### config.mk
export PLATFORM = sky130hd
export DESIGN_NAME = pcs_tx
export DESIGN_NICKNAME = d
export VERILOG_FILES = /design/src/pcs_tx_pkg.sv /design/src/xgmii_encoder.sv /design/src/block_scrambler.sv /design/src/tx_gearbox.sv /design/src/pcs_tx.sv
export SDC_FILE = /design/constraint.sdc
export NUM_CORES = 1
export LEC_CHECK = 0
export ABC_CLOCK_PERIOD_IN_PS = 5530
export BUFFER_PORTS_ARGS = -buffer_cell sky130_fd_sc_hd__buf_4
export CAP_MARGIN = 15
export CORE_MARGIN = 4
export CORE_UTILIZATION = 57
export DETAILED_ROUTE_END_ITERATION = 16
export PLACE_DENSITY = 0.77
export SYNTH_ARGS = -nofsm -noshare
export SYNTH_HDL_FRONTEND = slang
export SYNTH_SLANG_ARGS = --single-unit
### constraint.sdc
create_clock -name txc -period 5.53 [get_ports txc]
set_clock_uncertainty 0.2 [all_clocks]
set_input_delay 0.8295 -clock txc [delete_from_list [all_inputs] [get_ports txc]]
set_output_delay 0.8295 -clock txc [all_outputs]
set_load 0.01 [all_outputs]
### src/pcs_tx_pkg.sv
/*
 * Transmit PCS shared definitions
 * Line code widths, MAC control characters and 64b/66b block type bytes
 */
`default_nettype none

package pcs_tx_pkg;

    localparam int word_w       = 32;
    localparam int payload_w    = 64;
    localparam int block_w      = 66;
    localparam int res_w        = block_w + word_w - 1;  // Worst case gearbox residue
    localparam int pause_period = 33;                    // txc cycles per pause cycle
    localparam int scr_len      = 58;                    // x^58 + x^39 + 1

    // MAC control characters
    localparam logic [7:0] ctl_idle  = 8'h07;
    localparam logic [7:0] ctl_start = 8'hfb;
    localparam logic [7:0] ctl_term  = 8'hfd;
    localparam logic [7:0] ctl_error = 8'hfe;

    // Block type bytes sent in payload byte 0 of a control block
    localparam logic [7:0] type_idle   = 8'h1e;
    localparam logic [7:0] type_start0 = 8'h78;
    localparam logic [7:0] type_start4 = 8'h33;
    localparam logic [7:0] type_term0  = 8'h87;
    localparam logic [7:0] type_term1  = 8'h99;
    localparam logic [7:0] type_term2  = 8'haa;
    localparam logic [7:0] type_term3  = 8'hb4;
    localparam logic [7:0] type_term4  = 8'hcc;
    localparam logic [7:0] type_term5  = 8'hd2;
    localparam logic [7:0] type_term6  = 8'he1;
    localparam logic [7:0] type_term7  = 8'hff;

    localparam logic [1:0] sync_data = 2'b01;
    localparam logic [1:0] sync_ctl  = 2'b10;

    // The encoder indexes terminate kinds by lane and relies on their order
    typedef enum logic [3:0] {
        blk_data,
        blk_idle,
        blk_start0,
        blk_start4,
        blk_term0,
        blk_term1,
        blk_term2,
        blk_term3,
        blk_term4,
        blk_term5,
        blk_term6,
        blk_term7,
        blk_error
    } block_kind_e;

endpackage

`default_nettype wire

### src/xgmii_encoder.sv
/*
 * XGMII to 64b/66b encoder
 * Pairs accepted 32-bit MAC words and classifies each pair into one 66-bit block
 */
`default_nettype none

module xgmii_encoder
    import pcs_tx_pkg::*;
(
    input  wire                txc,
    input  wire                reset,
    input  wire [word_w-1:0]   txd,
    input  wire [3:0]          txctl,
    input  wire                tx_pause,
    output logic [block_w-1:0] enc_block,
    output logic               enc_valid
);

    logic                 accept;
    logic                 second;        // Next accepted word completes a pair
    logic [word_w-1:0]    first_txd;
    logic [3:0]           first_txctl;
    logic [payload_w-1:0] d64;
    logic [7:0]           ctl8;
    logic [payload_w-1:0] masked;
    block_kind_e          kind;
    logic [1:0]           header;
    logic [payload_w-1:0] payload;

    // Control bytes expected for a terminate in lane n
    function automatic logic [payload_w-1:0] term_pattern(input int n);
        logic [payload_w-1:0] p;
        p = '0;
        for (int i = 0; i < 8; i++) begin
            if (i == n) begin
                p[8*i +: 8] = ctl_term;
            end else if (i > n) begin
                p[8*i +: 8] = ctl_idle;
            end
        end
        return p;
    endfunction

    function automatic logic [7:0] term_type(input int n);
        case (n)
            0:       return type_term0;
            1:       return type_term1;
            2:       return type_term2;
            3:       return type_term3;
            4:       return type_term4;
            5:       return type_term5;
            6:       return type_term6;
            default: return type_term7;
        endcase
    endfunction

    assign accept = !tx_pause;
    assign d64    = {txd, first_txd};     // First word lands in bytes 0..3
    assign ctl8   = {txctl, first_txctl};

    // Zero the data lanes so only control characters take part in matching
    always_comb begin
        for (int i = 0; i < 8; i++) begin
            masked[8*i +: 8] = ctl8[i] ? d64[8*i +: 8] : 8'h00;
        end
    end

    always_comb begin
        kind = blk_error;
        if (ctl8 == 8'h00) begin
            kind = blk_data;
        end else if (ctl8 == 8'hff && masked == {8{ctl_idle}}) begin
            kind = blk_idle;
        end else if (ctl8 == 8'h01 && masked == {56'h0, ctl_start}) begin
            kind = blk_start0;
        end else if (ctl8 == 8'h1f && masked == {24'h0, ctl_start, {4{ctl_idle}}}) begin
            kind = blk_start4;
        end else begin
            // Data below lane n, terminate in lane n, idle above it
            for (int n = 0; n < 8; n++) begin
                if (ctl8 == (8'hff << n) && masked == term_pattern(n)) begin
                    kind = block_kind_e'(int'(blk_term0) + n);
                end
            end
        end
    end

    always_comb begin
        int                   n;
        logic [payload_w-1:0] keep;
        n      = int'(kind) - int'(blk_term0);
        keep   = '1;
        header = sync_ctl;
        case (kind)
            blk_data: begin
                header  = sync_data;
                payload = d64;
            end
            blk_idle:   payload = {56'h0, type_idle};
            blk_start0: payload = {d64[63:8], type_start0};
            blk_start4: payload = {d64[63:40], 32'h0, type_start4};   // Idle lanes sent as zeros
            blk_error:  payload = {8{type_idle}};
            default: begin
                keep    = ~({payload_w{1'b1}} << (8 * (n + 1)));  // Type byte plus n data bytes
                payload = {d64[55:0], term_type(n)} & keep;
            end
        endcase
    end

    always_ff @(posedge txc) begin
        if (reset) begin
            second    <= 1'b0;
            enc_valid <= 1'b0;
        end else begin
            enc_valid <= accept && second;
            if (accept) begin
                second <= !second;
            end
        end
    end

    always_ff @(posedge txc) begin
        if (accept && !second) begin
            first_txd   <= txd;
            first_txctl <= txctl;
        end
        if (accept && second) begin
            enc_block <= {payload, header};
        end
    end

endmodule

`default_nettype wire

### src/block_scrambler.sv
/*
 * Self-synchronizing payload scrambler with polynomial x^58 + x^39 + 1
 * Sync header passes through untouched in one register stage
 */
`default_nettype none

module block_scrambler
    import pcs_tx_pkg::*;
(
    input  wire                txc,
    input  wire                reset,
    input  wire [block_w-1:0]  enc_block,
    input  wire                enc_valid,
    output logic [block_w-1:0] scr_block,
    output logic               scr_valid
);

    logic [scr_len-1:0]   state;         // Bit 0 is the most recent output bit
    logic [scr_len-1:0]   state_next;
    logic [payload_w-1:0] scr_payload;

    // Serial scrambling unrolled over the 64 payload bits in LSB order
    always_comb begin
        logic [scr_len-1:0] s;
        logic               b;
        s = state;
        for (int i = 0; i < payload_w; i++) begin
            b              = enc_block[i+2] ^ s[38] ^ s[scr_len-1];
            scr_payload[i] = b;
            s              = {s[scr_len-2:0], b};
        end
        state_next = s;
    end

    always_ff @(posedge txc) begin
        if (reset) begin
            state     <= '1;
            scr_valid <= 1'b0;
        end else begin
            scr_valid <= enc_valid;
            if (enc_valid) begin
                state <= state_next;   // Only advances on real blocks
            end
        end
    end

    always_ff @(posedge txc) begin
        if (enc_valid) begin
            scr_block <= {scr_payload, enc_block[1:0]};
        end
    end

endmodule

`default_nettype wire

### src/tx_gearbox.sv
/*
 * 66-bit to 32-bit transmit gearbox
 * Residue buffer for leftover block bits, pause generation once every 33 cycles
 */
`default_nettype none

module tx_gearbox
    import pcs_tx_pkg::*;
(
    input  wire                txc,
    input  wire                reset,
    input  wire [block_w-1:0]  scr_block,
    input  wire                scr_valid,
    output logic               tx_pause,
    output logic [word_w-1:0]  tx_word,
    output logic               tx_word_valid
);

    logic [res_w-1:0] residue;        // Oldest bit in bit 0
    logic [res_w-1:0] rem;
    logic [res_w-1:0] residue_next;
    logic [6:0]       bit_cnt;
    logic [6:0]       rem_cnt;
    logic [6:0]       cnt_next;
    logic [5:0]       cycle_cnt;
    logic             emit;

    assign tx_pause = (cycle_cnt == 6'(pause_period - 1));

    always_comb begin
        emit         = (bit_cnt >= 7'(word_w));
        rem          = emit ? (residue >> word_w) : residue;
        rem_cnt      = emit ? (bit_cnt - 7'(word_w)) : bit_cnt;
        residue_next = rem;
        cnt_next     = rem_cnt;
        if (scr_valid) begin
            // New block goes above whatever is left
            residue_next = rem | (res_w'(scr_block) << rem_cnt);
            cnt_next     = rem_cnt + 7'(block_w);
        end
    end

    always_ff @(posedge txc) begin
        if (reset) begin
            residue       <= '0;
            bit_cnt       <= '0;
            cycle_cnt     <= '0;
            tx_word_valid <= 1'b0;
        end else begin
            residue       <= residue_next;
            bit_cnt       <= cnt_next;
            tx_word_valid <= emit;
            if (tx_pause) begin
                cycle_cnt <= '0;
            end else begin
                cycle_cnt <= cycle_cnt + 6'd1;
            end
        end
    end

    always_ff @(posedge txc) begin
        if (emit) begin
            tx_word <= residue[word_w-1:0];
        end
    end

endmodule

`default_nettype wire

### src/pcs_tx.sv
/*
 * 10GBASE-R style transmit PCS top
 * Encoder, scrambler and gearbox in a chain
 */
`default_nettype none

module pcs_tx
    import pcs_tx_pkg::*;
(
    input  wire                txc,
    input  wire                reset,
    input  wire [word_w-1:0]   txd,
    input  wire [3:0]          txctl,
    output logic               tx_pause,
    output logic [word_w-1:0]  tx_word,
    output logic               tx_word_valid
);

    logic [block_w-1:0] enc_block;
    logic               enc_valid;
    logic [block_w-1:0] scr_block;
    logic               scr_valid;

    xgmii_encoder u_encoder (
        .txc       (txc),
        .reset     (reset),
        .txd       (txd),
        .txctl     (txctl),
        .tx_pause  (tx_pause),
        .enc_block (enc_block),
        .enc_valid (enc_valid)
    );

    block_scrambler u_scrambler (
        .txc       (txc),
        .reset     (reset),
        .enc_block (enc_block),
        .enc_valid (enc_valid),
        .scr_block (scr_block),
        .scr_valid (scr_valid)
    );

    tx_gearbox u_gearbox (
        .txc           (txc),
        .reset         (reset),
        .scr_block     (scr_block),
        .scr_valid     (scr_valid),
        .tx_pause      (tx_pause),
        .tx_word       (tx_word),
        .tx_word_valid (tx_word_valid)
    );

endmodule

`default_nettype wire

After elaboration in Yosys (flattened, before gate mapping)
Index checks and enable logic that the tools add are counted.
{"block": "op_classes", "reduce_logical": 20, "n_addsub": 5, "n_eq_ne": 32, "n_bitwise": 131, "n_mux": 36, "shift": 2, "order_cmp": 1}
{"operator": "64-bit equality test", "count": 8}
{"operator": "64-bit one-hot mux with 5 select lines", "count": 1}
{"operator": "97-bit two-way mux", "count": 2}
{"operator": "8-bit two-way mux", "count": 17}
{"operator": "1-bit bitwise XOR", "count": 128}
{"operator": "97-bit OR", "count": 1}
{"operator": "66-bit by 7-bit left shift with 97-bit output", "count": 1}
{"operator": "32-bit by 3-bit equality test with 1-bit output (second input constant)", "count": 3}
{"operator": "64-bit bitwise AND", "count": 1}
{"operator": "32-bit by 2-bit equality test with 1-bit output (second input constant)", "count": 2}
{"operator": "64-bit by 40-bit equality test with 1-bit output (second input constant)", "count": 1}
{"operator": "64-bit by 59-bit equality test with 1-bit output (second input constant)", "count": 1}
{"operator": "64-bit by 8-bit equality test with 1-bit output (second input constant)", "count": 1}
{"operator": "8-bit equality test (second input constant)", "count": 8}
{"operator": "64-bit inverter", "count": 1}
{"operator": "64-bit by 32-bit left shift with 64-bit output (first input constant)", "count": 1}
{"operator": "7-bit one-hot mux with 7 select lines", "count": 1}
{"operator": "4-bit two-way mux", "count": 12}
{"operator": "32-bit by 1-bit equality test with 1-bit output (second input constant)", "count": 1}
{"operator": "32-bit zero test", "count": 1}
{"operator": "7-bit two-way mux", "count": 2}
{"operator": "1-bit logical AND", "count": 13}
{"operator": "4-bit by 2-bit equality test with 1-bit output (second input constant)", "count": 2}
{"operator": "8-bit by 1-bit equality test with 1-bit output (second input constant)", "count": 1}
{"operator": "16 further kinds", "count": 17}
{"block": "word_totals", "reg_bits": 372, "out_inout_bits": 34, "in_bits": 38, "elab_cells": 240}

Longest topological paths before layout
Gate-level depths: netlist (run 1).
{"block": "logic_depth", "word_depth": 27, "depth_mapped": 20, "ltp_nobuf": 16}

Cells and area by module
A second synthesis (run 1) with hierarchy kept.
{"block": "unflattened", "cells_unflattened": 1809, "area_unflattened_um2": 20308.2}
{"module": "tx_gearbox", "n_inst": 1, "seq_area_each_um2": 3163.0, "area_each_um2": 9739.3, "cells_per_inst": 1057}
{"module": "block_scrambler", "n_inst": 1, "seq_area_each_um2": 3163.0, "area_each_um2": 5506.5, "cells_per_inst": 384}
{"module": "xgmii_encoder", "n_inst": 1, "seq_area_each_um2": 3103.0, "area_each_um2": 5062.4, "cells_per_inst": 368}

Worst setup path before layout (run 1)
Ideal clock, no wire load.
{"block": "synth_timing", "path_kind": "input-to-reg", "start": "input port txctl[1]", "end": "register u_encoder.enc_block[35] (data pin)", "path_buffers": 3, "path_slack_ps": 284, "arrival_time_ps": 4785, "setup_ps": 261, "path_stages": 18, "required_ps": 5069, "path_cell_list": "or3_1 or4_1 o41a_1 and3_1 and2_1 inv_1 ha_1 inv_1 a21oi_1 or2_2 clkbuf_1 a211o_1 a311oi_4 a31o_2 buf_4 or2_1 buf_4 a221o_1"}
{"block": "synth_via", "elab_chain_cells": 21, "elab_cells_between_ends": 57, "classes_between": "2 x add/sub; 25 x eq/ne; 1 x shift; 14 x mux; 2 x bitwise; 13 x reduce/logical"}
{"item": "start: declaration", "line_no": "pcs_tx.sv:13", "rtl": "input wire [3:0] txctl,"}
{"item": "8-bit two-way mux", "line_no": "xgmii_encoder.sv:64", "rtl": "masked[8*i +: 8] = ctl8[i] ? d64[8*i +: 8] : 8'h00;"}
{"item": "64-bit equality test", "line_no": "xgmii_encoder.sv:81", "rtl": "if (ctl8 == (8'hff << n) && masked == term_pattern(n)) begin"}
{"item": "1-bit logical AND", "line_no": "xgmii_encoder.sv:81"}
{"item": "4-bit two-way mux (8 in a row)", "line_no": "xgmii_encoder.sv:81"}
{"item": "4-bit two-way mux", "line_no": "xgmii_encoder.sv:76", "rtl": "end else if (ctl8 == 8'h1f && masked == {24'h0, ctl_start, {4{ctl_idle}}}) begin"}
{"item": "4-bit two-way mux", "line_no": "xgmii_encoder.sv:74", "rtl": "end else if (ctl8 == 8'h01 && masked == {56'h0, ctl_start}) begin"}
{"item": "4-bit two-way mux", "line_no": "xgmii_encoder.sv:72", "rtl": "end else if (ctl8 == 8'hff && masked == {8{ctl_idle}}) begin"}
{"item": "4-bit two-way mux *", "line_no": "xgmii_encoder.sv:70", "rtl": "if (ctl8 == 8'h00) begin"}
{"item": "4-bit by 3-bit subtractor with 5-bit output", "line_no": "xgmii_encoder.sv:91", "rtl": "n = int'(kind) - int'(blk_term0);"}
{"item": "5-bit by 2-bit adder with 6-bit output", "line_no": "xgmii_encoder.sv:104", "rtl": "keep = ~({payload_w{1'b1}} << (8 * (n + 1)));"}
{"item": "64-bit by 32-bit left shift with 64-bit output", "line_no": "xgmii_encoder.sv:104"}
{"item": "64-bit inverter", "line_no": "xgmii_encoder.sv:104"}
{"item": "64-bit bitwise AND", "line_no": "xgmii_encoder.sv:105", "rtl": "payload = {d64[55:0], term_type(n)} & keep;"}
{"item": "64-bit one-hot mux with 5 select lines *", "line_no": "xgmii_encoder.sv:94", "rtl": "case (kind)"}
{"item": "via u_encoder.payload[33]", "line_no": "xgmii_encoder.sv:28", "rtl": "logic [payload_w-1:0] payload;"}
{"item": "end signal: assignment", "line_no": "xgmii_encoder.sv:128", "rtl": "enc_block <= {payload, header};"}
{"item": "end: declaration", "line_no": "xgmii_encoder.sv:15", "rtl": "output logic [block_w-1:0] enc_block,"}
The timed path passes the listed nets; every way through them passes the cells marked *.
A chain may end at the register's enable or synchronous reset.

Worst setup path after layout (run 1)
{"block": "layout_timing", "start": "register u_encoder.first_txd[21]", "end": "register u_encoder.enc_block[38] (data pin)"}
{"block": "layout_via", "elab_chain_cells": 21, "elab_cells_between_ends": 46, "classes_between": "2 x add/sub; 15 x eq/ne; 1 x shift; 14 x mux; 2 x bitwise; 12 x reduce/logical"}
{"item": "start: declaration", "line_no": "xgmii_encoder.sv:21", "rtl": "logic [word_w-1:0] first_txd;"}
{"item": "start signal: assignment", "line_no": "xgmii_encoder.sv:124", "rtl": "first_txd <= txd;"}
{"item": "8-bit two-way mux *", "line_no": "xgmii_encoder.sv:64"}
{"item": "64-bit equality test", "line_no": "xgmii_encoder.sv:81"}
{"item": "1-bit logical AND", "line_no": "xgmii_encoder.sv:81"}
{"item": "4-bit two-way mux (8 in a row)", "line_no": "xgmii_encoder.sv:81"}
{"item": "4-bit two-way mux", "line_no": "xgmii_encoder.sv:76"}
{"item": "4-bit two-way mux", "line_no": "xgmii_encoder.sv:74"}
{"item": "4-bit two-way mux *", "line_no": "xgmii_encoder.sv:72"}
{"item": "4-bit two-way mux *", "line_no": "xgmii_encoder.sv:70"}
{"item": "4-bit by 3-bit subtractor with 5-bit output", "line_no": "xgmii_encoder.sv:91"}
{"item": "5-bit by 2-bit adder with 6-bit output", "line_no": "xgmii_encoder.sv:104"}
{"item": "64-bit by 32-bit left shift with 64-bit output", "line_no": "xgmii_encoder.sv:104"}
{"item": "64-bit inverter", "line_no": "xgmii_encoder.sv:104"}
{"item": "64-bit bitwise AND", "line_no": "xgmii_encoder.sv:105"}
{"item": "64-bit one-hot mux with 5 select lines *", "line_no": "xgmii_encoder.sv:94"}
{"item": "via u_encoder.payload[36]", "line_no": "xgmii_encoder.sv:28"}
Marked as above.

==> flow_metrics.env, run 1 <==
export IMPL_status="completed"
export IMPL_dr_first_iter_drc_count=1560
export IMPL_yosysTopAreaCell="edfxtp_1"
export IMPL_worstPathArrival_ns=5.25
export IMPL_cp_max_fo=10
export IMPL_synth_simple_gate_area_share_pct=15.60
export IMPL_io_buffer_count=71
export IMPL_clock_sinks=371
export IMPL_num_vias=15234
export IMPL_wirelength_mm=54.43
export IMPL_wire_per_inst_um=22.81
export IMPL_layout_min_cycle_time_ns=5.032
export IMPL_synth_top_family_by_area="simple AND/OR/NAND/NOR gates"
export IMPL_fin_crit_sh_pct=90.99
export IMPL_syn_avg_cell_area_sq_um=10.20
export IMPL_htreeDepth=2
export IMPL_rsz0062_at_grt="no"
export IMPL_vdd_drop_max_mv=0.2588
export IMPL_synth_xor_area_share_pct=6.233
export IMPL_synthArstFlopShare_pct=0
export IMPL_die_x_um=192.4
export IMPL_synth_ff_type="edfxtp_1"
export IMPL_grt_pass1_wl_mm=83.32
export IMPL_slew_violations=0
export IMPL_synthAdderAreaFrac_pct=0.7098
export IMPL_cap_violations=0
export IMPL_fin_ws_ns=0.4981
export IMPL_finalSetupViolCount=0
export IMPL_grt_ovfl_total=0
export IMPL_nets=1956
export IMPL_synth_edf_count=200
export IMPL_synth_fp_nets=1950
export IMPL_max_freq_ghz=0.1987
export IMPL_hold_ws_ns=0.2287
export IMPL_synth_area_sq_um=19390
export IMPL_worstSkewPairLatency_ns=0.55
export IMPL_die_area_sq_um=37040
export IMPL_grt_max_degree=184
export IMPL_hpwl_mm=39.11
export IMPL_grt_pass1_vias=14411
export IMPL_ant_nets=0
export IMPL_startpoint_type="flop"
export IMPL_cts_buffers=40
export IMPL_start_util_pct=57.83
export IMPL_core_sq_um=33530
export IMPL_path_buf_inv=1
export IMPL_max_slew_margin_pct=27.74
export IMPL_crit_required_ns=5.75
export IMPL_clkSlewWorstSetupHoldPaths_ns=0.06
export IMPL_synth_top_area_share_pct=30.97
export IMPL_drive_gt1_share_pct=13.98
export IMPL_grt_total_usage_pct=29.04
export IMPL_rows=67
export IMPL_tns_ns=0
export IMPL_place_ws_ns=0.2293
export IMPL_cpPeakStageDelay_ns=0.59
export IMPL_yosysSeqAreaShare_pct=48.63
export IMPL_cts_tree="done"
export IMPL_grt_use_met3_pct=3.347
export IMPL_synthCells=1901
export IMPL_synth_compound_area_share_pct=15.48
export IMPL_drc_errors=0
export IMPL_dr_pass1_iters=6
export IMPL_yosys_warnings=0
export IMPL_criticalPathCategory="flop to flop"
export IMPL_hold_path_class="flop to flop"
export IMPL_finalHoldViolCount=0
export IMPL_ys_ff_latch=371
export IMPL_ioPinCount=72
export IMPL_synthTopCellsByArea="edfxtp_1 (31%), dfxtp_1 (18%), nand2_1 (6.3%)"
export IMPL_met2_usage_pct=49.17
export IMPL_cellPowerDensity_nw_per_um2=314.6
export IMPL_antenna_found_initial=0
export IMPL_p_leak_nw=7.399
export IMPL_root_buffer="clkbuf_16"
export IMPL_worst_setup_path_end_kind="flop"
export IMPL_antenna_cells=0
export IMPL_area_growth_pct=11.88
export IMPL_grt_busiest_layer="met2"
export IMPL_worstMarginPinSlew_ns=1.081
export IMPL_place_congestion=0.9796
export IMPL_placed_cells=2312
export IMPL_clk_path_buf_depth=3
export IMPL_yosysUniqueCellTypes=76
export IMPL_dieHeight_um=192.4
export IMPL_viasPerCell=6.385
export IMPL_critPathTopFamily="simple AND/OR/NAND/NOR gates"
export IMPL_crit_slowest_cell="or4b_1"
export IMPL_synthMuxAreaShare_pct=10.11
export IMPL_hold_buffers=0
export IMPL_post_cts_setup_buffer_count=0
export IMPL_globalRouteMet1Util_pct=36.58
export IMPL_fin_cells=2386
export IMPL_cts_resized=0
export IMPL_timing_critical_path_cells="or4b_1 -> or4_1 -> o41a_1 -> and3_1 -> and2_1 -> ha_1 -> inv_1 -> a21oi_2 -> or2_2 -> a211o_1 -> a311oi_4 -> a31o_2 -> or2_1 -> a221o_1"
==> where the power goes <==
part,switching (mW),internal [mW],total (mW)
Sequential,0.140,3.06,3.20
Clock,1.12,1.74,2.86
Combinational,0.452,0.307,0.759
Total,1.72,5.11,6.82
==> through the flow <==
step                cell area, sq um  utilization [%]  power [mW]
CTS                            21690            64.68       6.846
global route                   21690            64.70       7.048
finish                         21690            64.70       6.824
detailed placement             20260            60.41       4.002
floorplan                      19390                -       3.723
global placement               20260            60.41       3.980
==> sequential cells by signal, indices dropped and copies added (netlist names) <==
register and count:
u_gearbox.residue 97, u_encoder.enc_block 66, u_scrambler.scr_block 66, u_scrambler.state 58, u_encoder.first_txd 32, u_gearbox.tx_word 32
u_gearbox.bit_cnt 6, u_gearbox.cycle_cnt 6, u_encoder.first_txctl 4, u_encoder.enc_valid 1, u_encoder.second 1, u_gearbox.tx_word_valid 1
u_scrambler.scr_valid 1
==> cell type report <==
type | instances | area [sq um]
clock buffer | 51 | 1082
clock inverter | 22 | 349.1
fill | 2649 | 11840
inverter | 25 | 95.09
multi-input combinational | 1366 | 9364
sequential | 371 | 9445
tap | 448 | 560.5
timing repair buffer | 103 | 798.3
==> kinds of logic (layout without fill, tap and decap cells) <==
group / count (synthesis) / count (layout)
compound gates: 421 / 421
xor+xnor: 138 / 138
fa+ha+maj: 11 / 11
buf+inv: 164 / 201
mux: 127 / 127
simple gates: 669 / 669
flops: 371 / 371
==> placed cells by master (no fill, tap or decap), types with 7 or more instances in the layout <==
cell       instances
xor2_1            20
o21ai_0           81
o22ai_1           23
a21oi_1           57
clkbuf_16         40
mux2i_1           56
nor2b_1           64
ha_1              11
dfxtp_1          164
o221ai_1           7
a31oi_1           47
o22a_1            14
nand4_1           11
buf_4            101
inv_1             22
edfxtp_1         200
nand3_1           28
a211o_1           59
mux4_2            53
bufinv_16          7
a22oi_1           19
a221o_1           28
xnor2_1          118
mux2_2            17
nor2_1           143
and2_1            10
nor3_1            18
clkbuf_1           7
or2_2             12
nand2_1          325
nor4_1             8
a22o_1            31
o211ai_1          10
==> synthesized netlist by cell type, types with 6 or more instances <==
library cell	instances
a221oi_1	6
nor2b_1	64
nand3_1	28
nand4_1	11
o221ai_1	7
mux2i_1	56
nor2_1	148
nand2_1	325
a211o_1	59
a21oi_1	58
a31oi_1	47
buf_1	35
a221o_1	28
xnor2_1	118
o22ai_1	23
edfxtp_1	200
mux2_2	17
nor3_1	18
inv_1	23
o21ai_0	81
a22oi_1	19
mux4_2	53
dfxtp_1	171
and2_1	10
or2_2	12
xor2_1	20
ha_1	11
or4_1	6
o211ai_1	10
nor4_1	8
a22o_1	31
clkbuf_1	99
o22a_1	14
==> per-layer routing <==
metal | part of all wire, % | vias to the layer above
met5 | 0 | -
met4 | 6.6 | 0
met3 | 6.4 | 184
met2 | 48 | 733
met1 | 39 | 7323
li1 | - | 6994
==> worst paths after layout <==
check                          start                       to  slack (ns)  cells after the start
max          u_encoder.first_txd[21]  u_encoder.enc_block[38]        0.50                     14
min            u_gearbox.residue[16]    u_gearbox.tx_word[16]        0.23                      0
max reg2reg  u_encoder.first_txd[21]  u_encoder.enc_block[38]        0.50                     14
min reg2reg    u_gearbox.residue[16]    u_gearbox.tx_word[16]        0.23                      0
Power figures use the tool's default switching activity.
==> run 2: changes to the inputs <==
--- a/config.mk
+++ b/config.mk
@@ -8,10 +8,12 @@
 export ABC_CLOCK_PERIOD_IN_PS = 5530
 export BUFFER_PORTS_ARGS = -buffer_cell sky130_fd_sc_hd__buf_4
 export CAP_MARGIN = 15
-export CORE_MARGIN = 4
-export CORE_UTILIZATION = 57
+export CELL_PAD_IN_SITES_DETAIL_PLACEMENT = 0
+export CELL_PAD_IN_SITES_GLOBAL_PLACEMENT = 1
+export CORE_MARGIN = 2
+export CORE_UTILIZATION = 45
 export DETAILED_ROUTE_END_ITERATION = 16
-export PLACE_DENSITY = 0.77
+export PLACE_DENSITY_LB_ADDON = 0.1
 export SYNTH_ARGS = -nofsm -noshare
 export SYNTH_HDL_FRONTEND = slang
 export SYNTH_SLANG_ARGS = --single-unit
==> run 2 against run 1 <==
  * Critical path depth decreased by 1
  * Maximum frequency shrank 0.18%
  * Global-route usage fell by 1.8 points
  * Largest power group unchanged
  * First-iteration DRC count fell by 18%
  * Sequential share of layout area shrank 0.20 points
  * Wire length increased by 11%
==> flow_metrics.env, run 2 (same netlist as run 1, synthesis figures left out) <==
export IMPL_status="completed"
export IMPL_io_buffer_count=71
export IMPL_grt_max_degree=184
export IMPL_cts_tree="done"
export IMPL_grt_pass1_wl_mm=90.98
export IMPL_p_switching_mw=1.757
export IMPL_final_common_cell="nand2_1"
export IMPL_p_int_mw=4.989
export IMPL_worstMarginPinSlew_ns=1.039
export IMPL_clkSlewWorstSetupHoldPaths_ns=0.06
export IMPL_timing_rr_end="u_encoder.enc_block[35]"
export IMPL_wirelength_mm=60.33
export IMPL_layout_min_cycle_time_ns=5.041
export IMPL_multi_input_area_sq_um=9359
export IMPL_num_vias=14819
export IMPL_ioPinCount=72
export IMPL_die_area_sq_um=44770
export IMPL_dr_first_iter_drc_count=1286
export IMPL_critPathLaunch="u_encoder.first_txd[30]"
export IMPL_max_freq_ghz=0.1984
export IMPL_cap_violations=0
export IMPL_cts_resized=0
export IMPL_n_fill_cell=3875
export IMPL_regMostFlops="u_gearbox.residue"
export IMPL_start_util_pct=45.32
export IMPL_worstPathArrival_ns=5.16
export IMPL_clk_path_buf_depth=3
export IMPL_p_seq_share_pct=47.6
export IMPL_drc_errors=0
export IMPL_grt_total_usage_pct=27.24
export IMPL_p_leak_nw=7.405
export IMPL_wire_per_inst_um=24.17
export IMPL_hold_buffers=0
export IMPL_dr_pass1_iters=8
export IMPL_reg_largest_list="u_gearbox.residue (97), u_encoder.enc_block (66), u_scrambler.scr_block (66)"
export IMPL_place_congestion=0.9316
export IMPL_worst_setup_path_end_kind="flop"
export IMPL_power_share_clock_pct=41.0
export IMPL_core_sq_um=42790
export IMPL_layout_common_cells="nand2_1 (325), edfxtp_1 (200), dfxtp_1 (164), nor2_1 (145), xnor2_1 (118)"
export IMPL_post_cts_setup_buffer_count=0
export IMPL_hpwl_mm=44.38
export IMPL_dieHeight_um=211.6
export IMPL_crit_required_ns=5.65
export IMPL_cp_max_fo=8
export IMPL_reg2reg_slack_ns=0.49
export IMPL_rows=76
export IMPL_seqCellArea_sq_um=9445
export IMPL_nets=1966
export IMPL_startpoint_type="flop"
export IMPL_power_mw=6.746
export IMPL_cts_buffers=43
export IMPL_grt_pass1_vias=14262
export IMPL_timing_rr_start="u_encoder.first_txd[30]"
export IMPL_rsz0062_at_grt="no"
export IMPL_largest_reg_flops=97
export IMPL_tns_ns=0
export IMPL_ant_nets=0
export IMPL_hold_path_class="flop to flop"
export IMPL_htreeDepth=2
export IMPL_drive_gt1_share_pct=14.00
export IMPL_finalSetupViolCount=0
export IMPL_power_frac_comb_pct=11.4
export IMPL_vdd_drop_max_mv=0.1832
export IMPL_slew_violations=0
export IMPL_antenna_cells=0
export IMPL_finalHoldViolCount=0
export IMPL_ff2ff_path_depth=13
export IMPL_fin_crit_sh_pct=91.15
export IMPL_netSwitchingFraction_pct=26.04
export IMPL_worstSkewPairLatency_ns=0.57
export IMPL_max_slew_margin_pct=30.71
export IMPL_area_growth_pct=12.40
export IMPL_cellPowerDensity_nw_per_um2=309.5
export IMPL_viasPerCell=5.937
export IMPL_grt_ovfl_total=0
export IMPL_criticalPathCategory="flop to flop"
export IMPL_antenna_found_initial=0
export IMPL_clock_sinks=371
export IMPL_die_x_um=211.6
export IMPL_root_buffer="clkbuf_16"
export IMPL_endpoint="u_encoder.enc_block[35]"
## run 2: cell types whose count changed in the layout (fill, tap and decap cells not counted), moves of 2 or more
cell       change
buf_4          +7
clkbuf_16      +4
nor2_2         -2
nor2_1         +2
clkbuf_1       +4
bufinv_16      -5
clkinv_1       +4
## run 2: worst min path at each step
| stage | from | endpoint | cells past startpoint |
|---|---|---|---|
| after CTS | u_gearbox.residue[0] | u_gearbox.tx_word[0] | 0 |
| after floorplan | u_encoder.enc_block[0] | u_scrambler.scr_block[0] | 0 |
| after global routing | u_gearbox.residue[4] | u_gearbox.tx_word[4] | 0 |
| after detailed placement | u_gearbox.residue[4] | u_gearbox.tx_word[4] | 0 |
| after global placement | u_gearbox.residue[15] | u_gearbox.tx_word[15] | 0 |
| final | u_gearbox.residue[15] | u_gearbox.tx_word[15] | 0 |
## run 2: area by class of cell
type                       instances  area share, %
inverter                          25         0.4363
sequential                       371          43.34
clock buffer                      59          5.494
multi-input combinational       1366          42.94
tap                              546          3.134
clock inverter                    19         0.7577
timing repair buffer             110          3.904
## run 2: worst max-delay path, stage by stage, from the launching register on
cell,delay (ns)
edfxtp_1,0.52
nor4bb_1,0.34
nand4b_1,0.34
or4_1,0.67
a21oi_1,0.27
or2_2,0.27
nor2_1,0.11
ha_1,0.35
xnor2_1,0.18
nor4_1,0.46
a311oi_4,0.09
a31o_2,0.25
or2_1,0.37
a221o_1,0.35
## run 2: metrics by stage
step           setup WS [ns]  hold WS (ns)  cells  area [sq um]  utilization (%)
6_report              0.4892        0.2303   2496         21800            50.94
5_1_grt               0.2722        0.2354   2496         21800            50.94
4_1_cts               0.5573        0.2315   2496         21800            50.94
3_5_place_dp          0.2739        0.2161   2418         20430            47.75
3_3_place_gp          0.3276        0.2150   2418         20430            47.75
2_1_floorplan         0.2845        0.2003   1901         19390                -
## run 2: power by group through the flow
stage	Combinational (mW)	Sequential, mW	Clock, mW
floorplan	0.522	3.20	0
global placement	0.765	3.26	0
detailed placement	0.771	3.27	0
CTS	0.774	3.21	2.82
global route	0.836	3.22	2.91
finish	0.772	3.21	2.77
## run 2: routing by layer
layer  track usage, %  up-vias  routed length (um)
li1                 -     7006                   -
met1            33.00     7221               24220
met2            47.48      446               30350
met3            3.397      146                2269
met4            14.35        0                3488
met5                0        -                   0
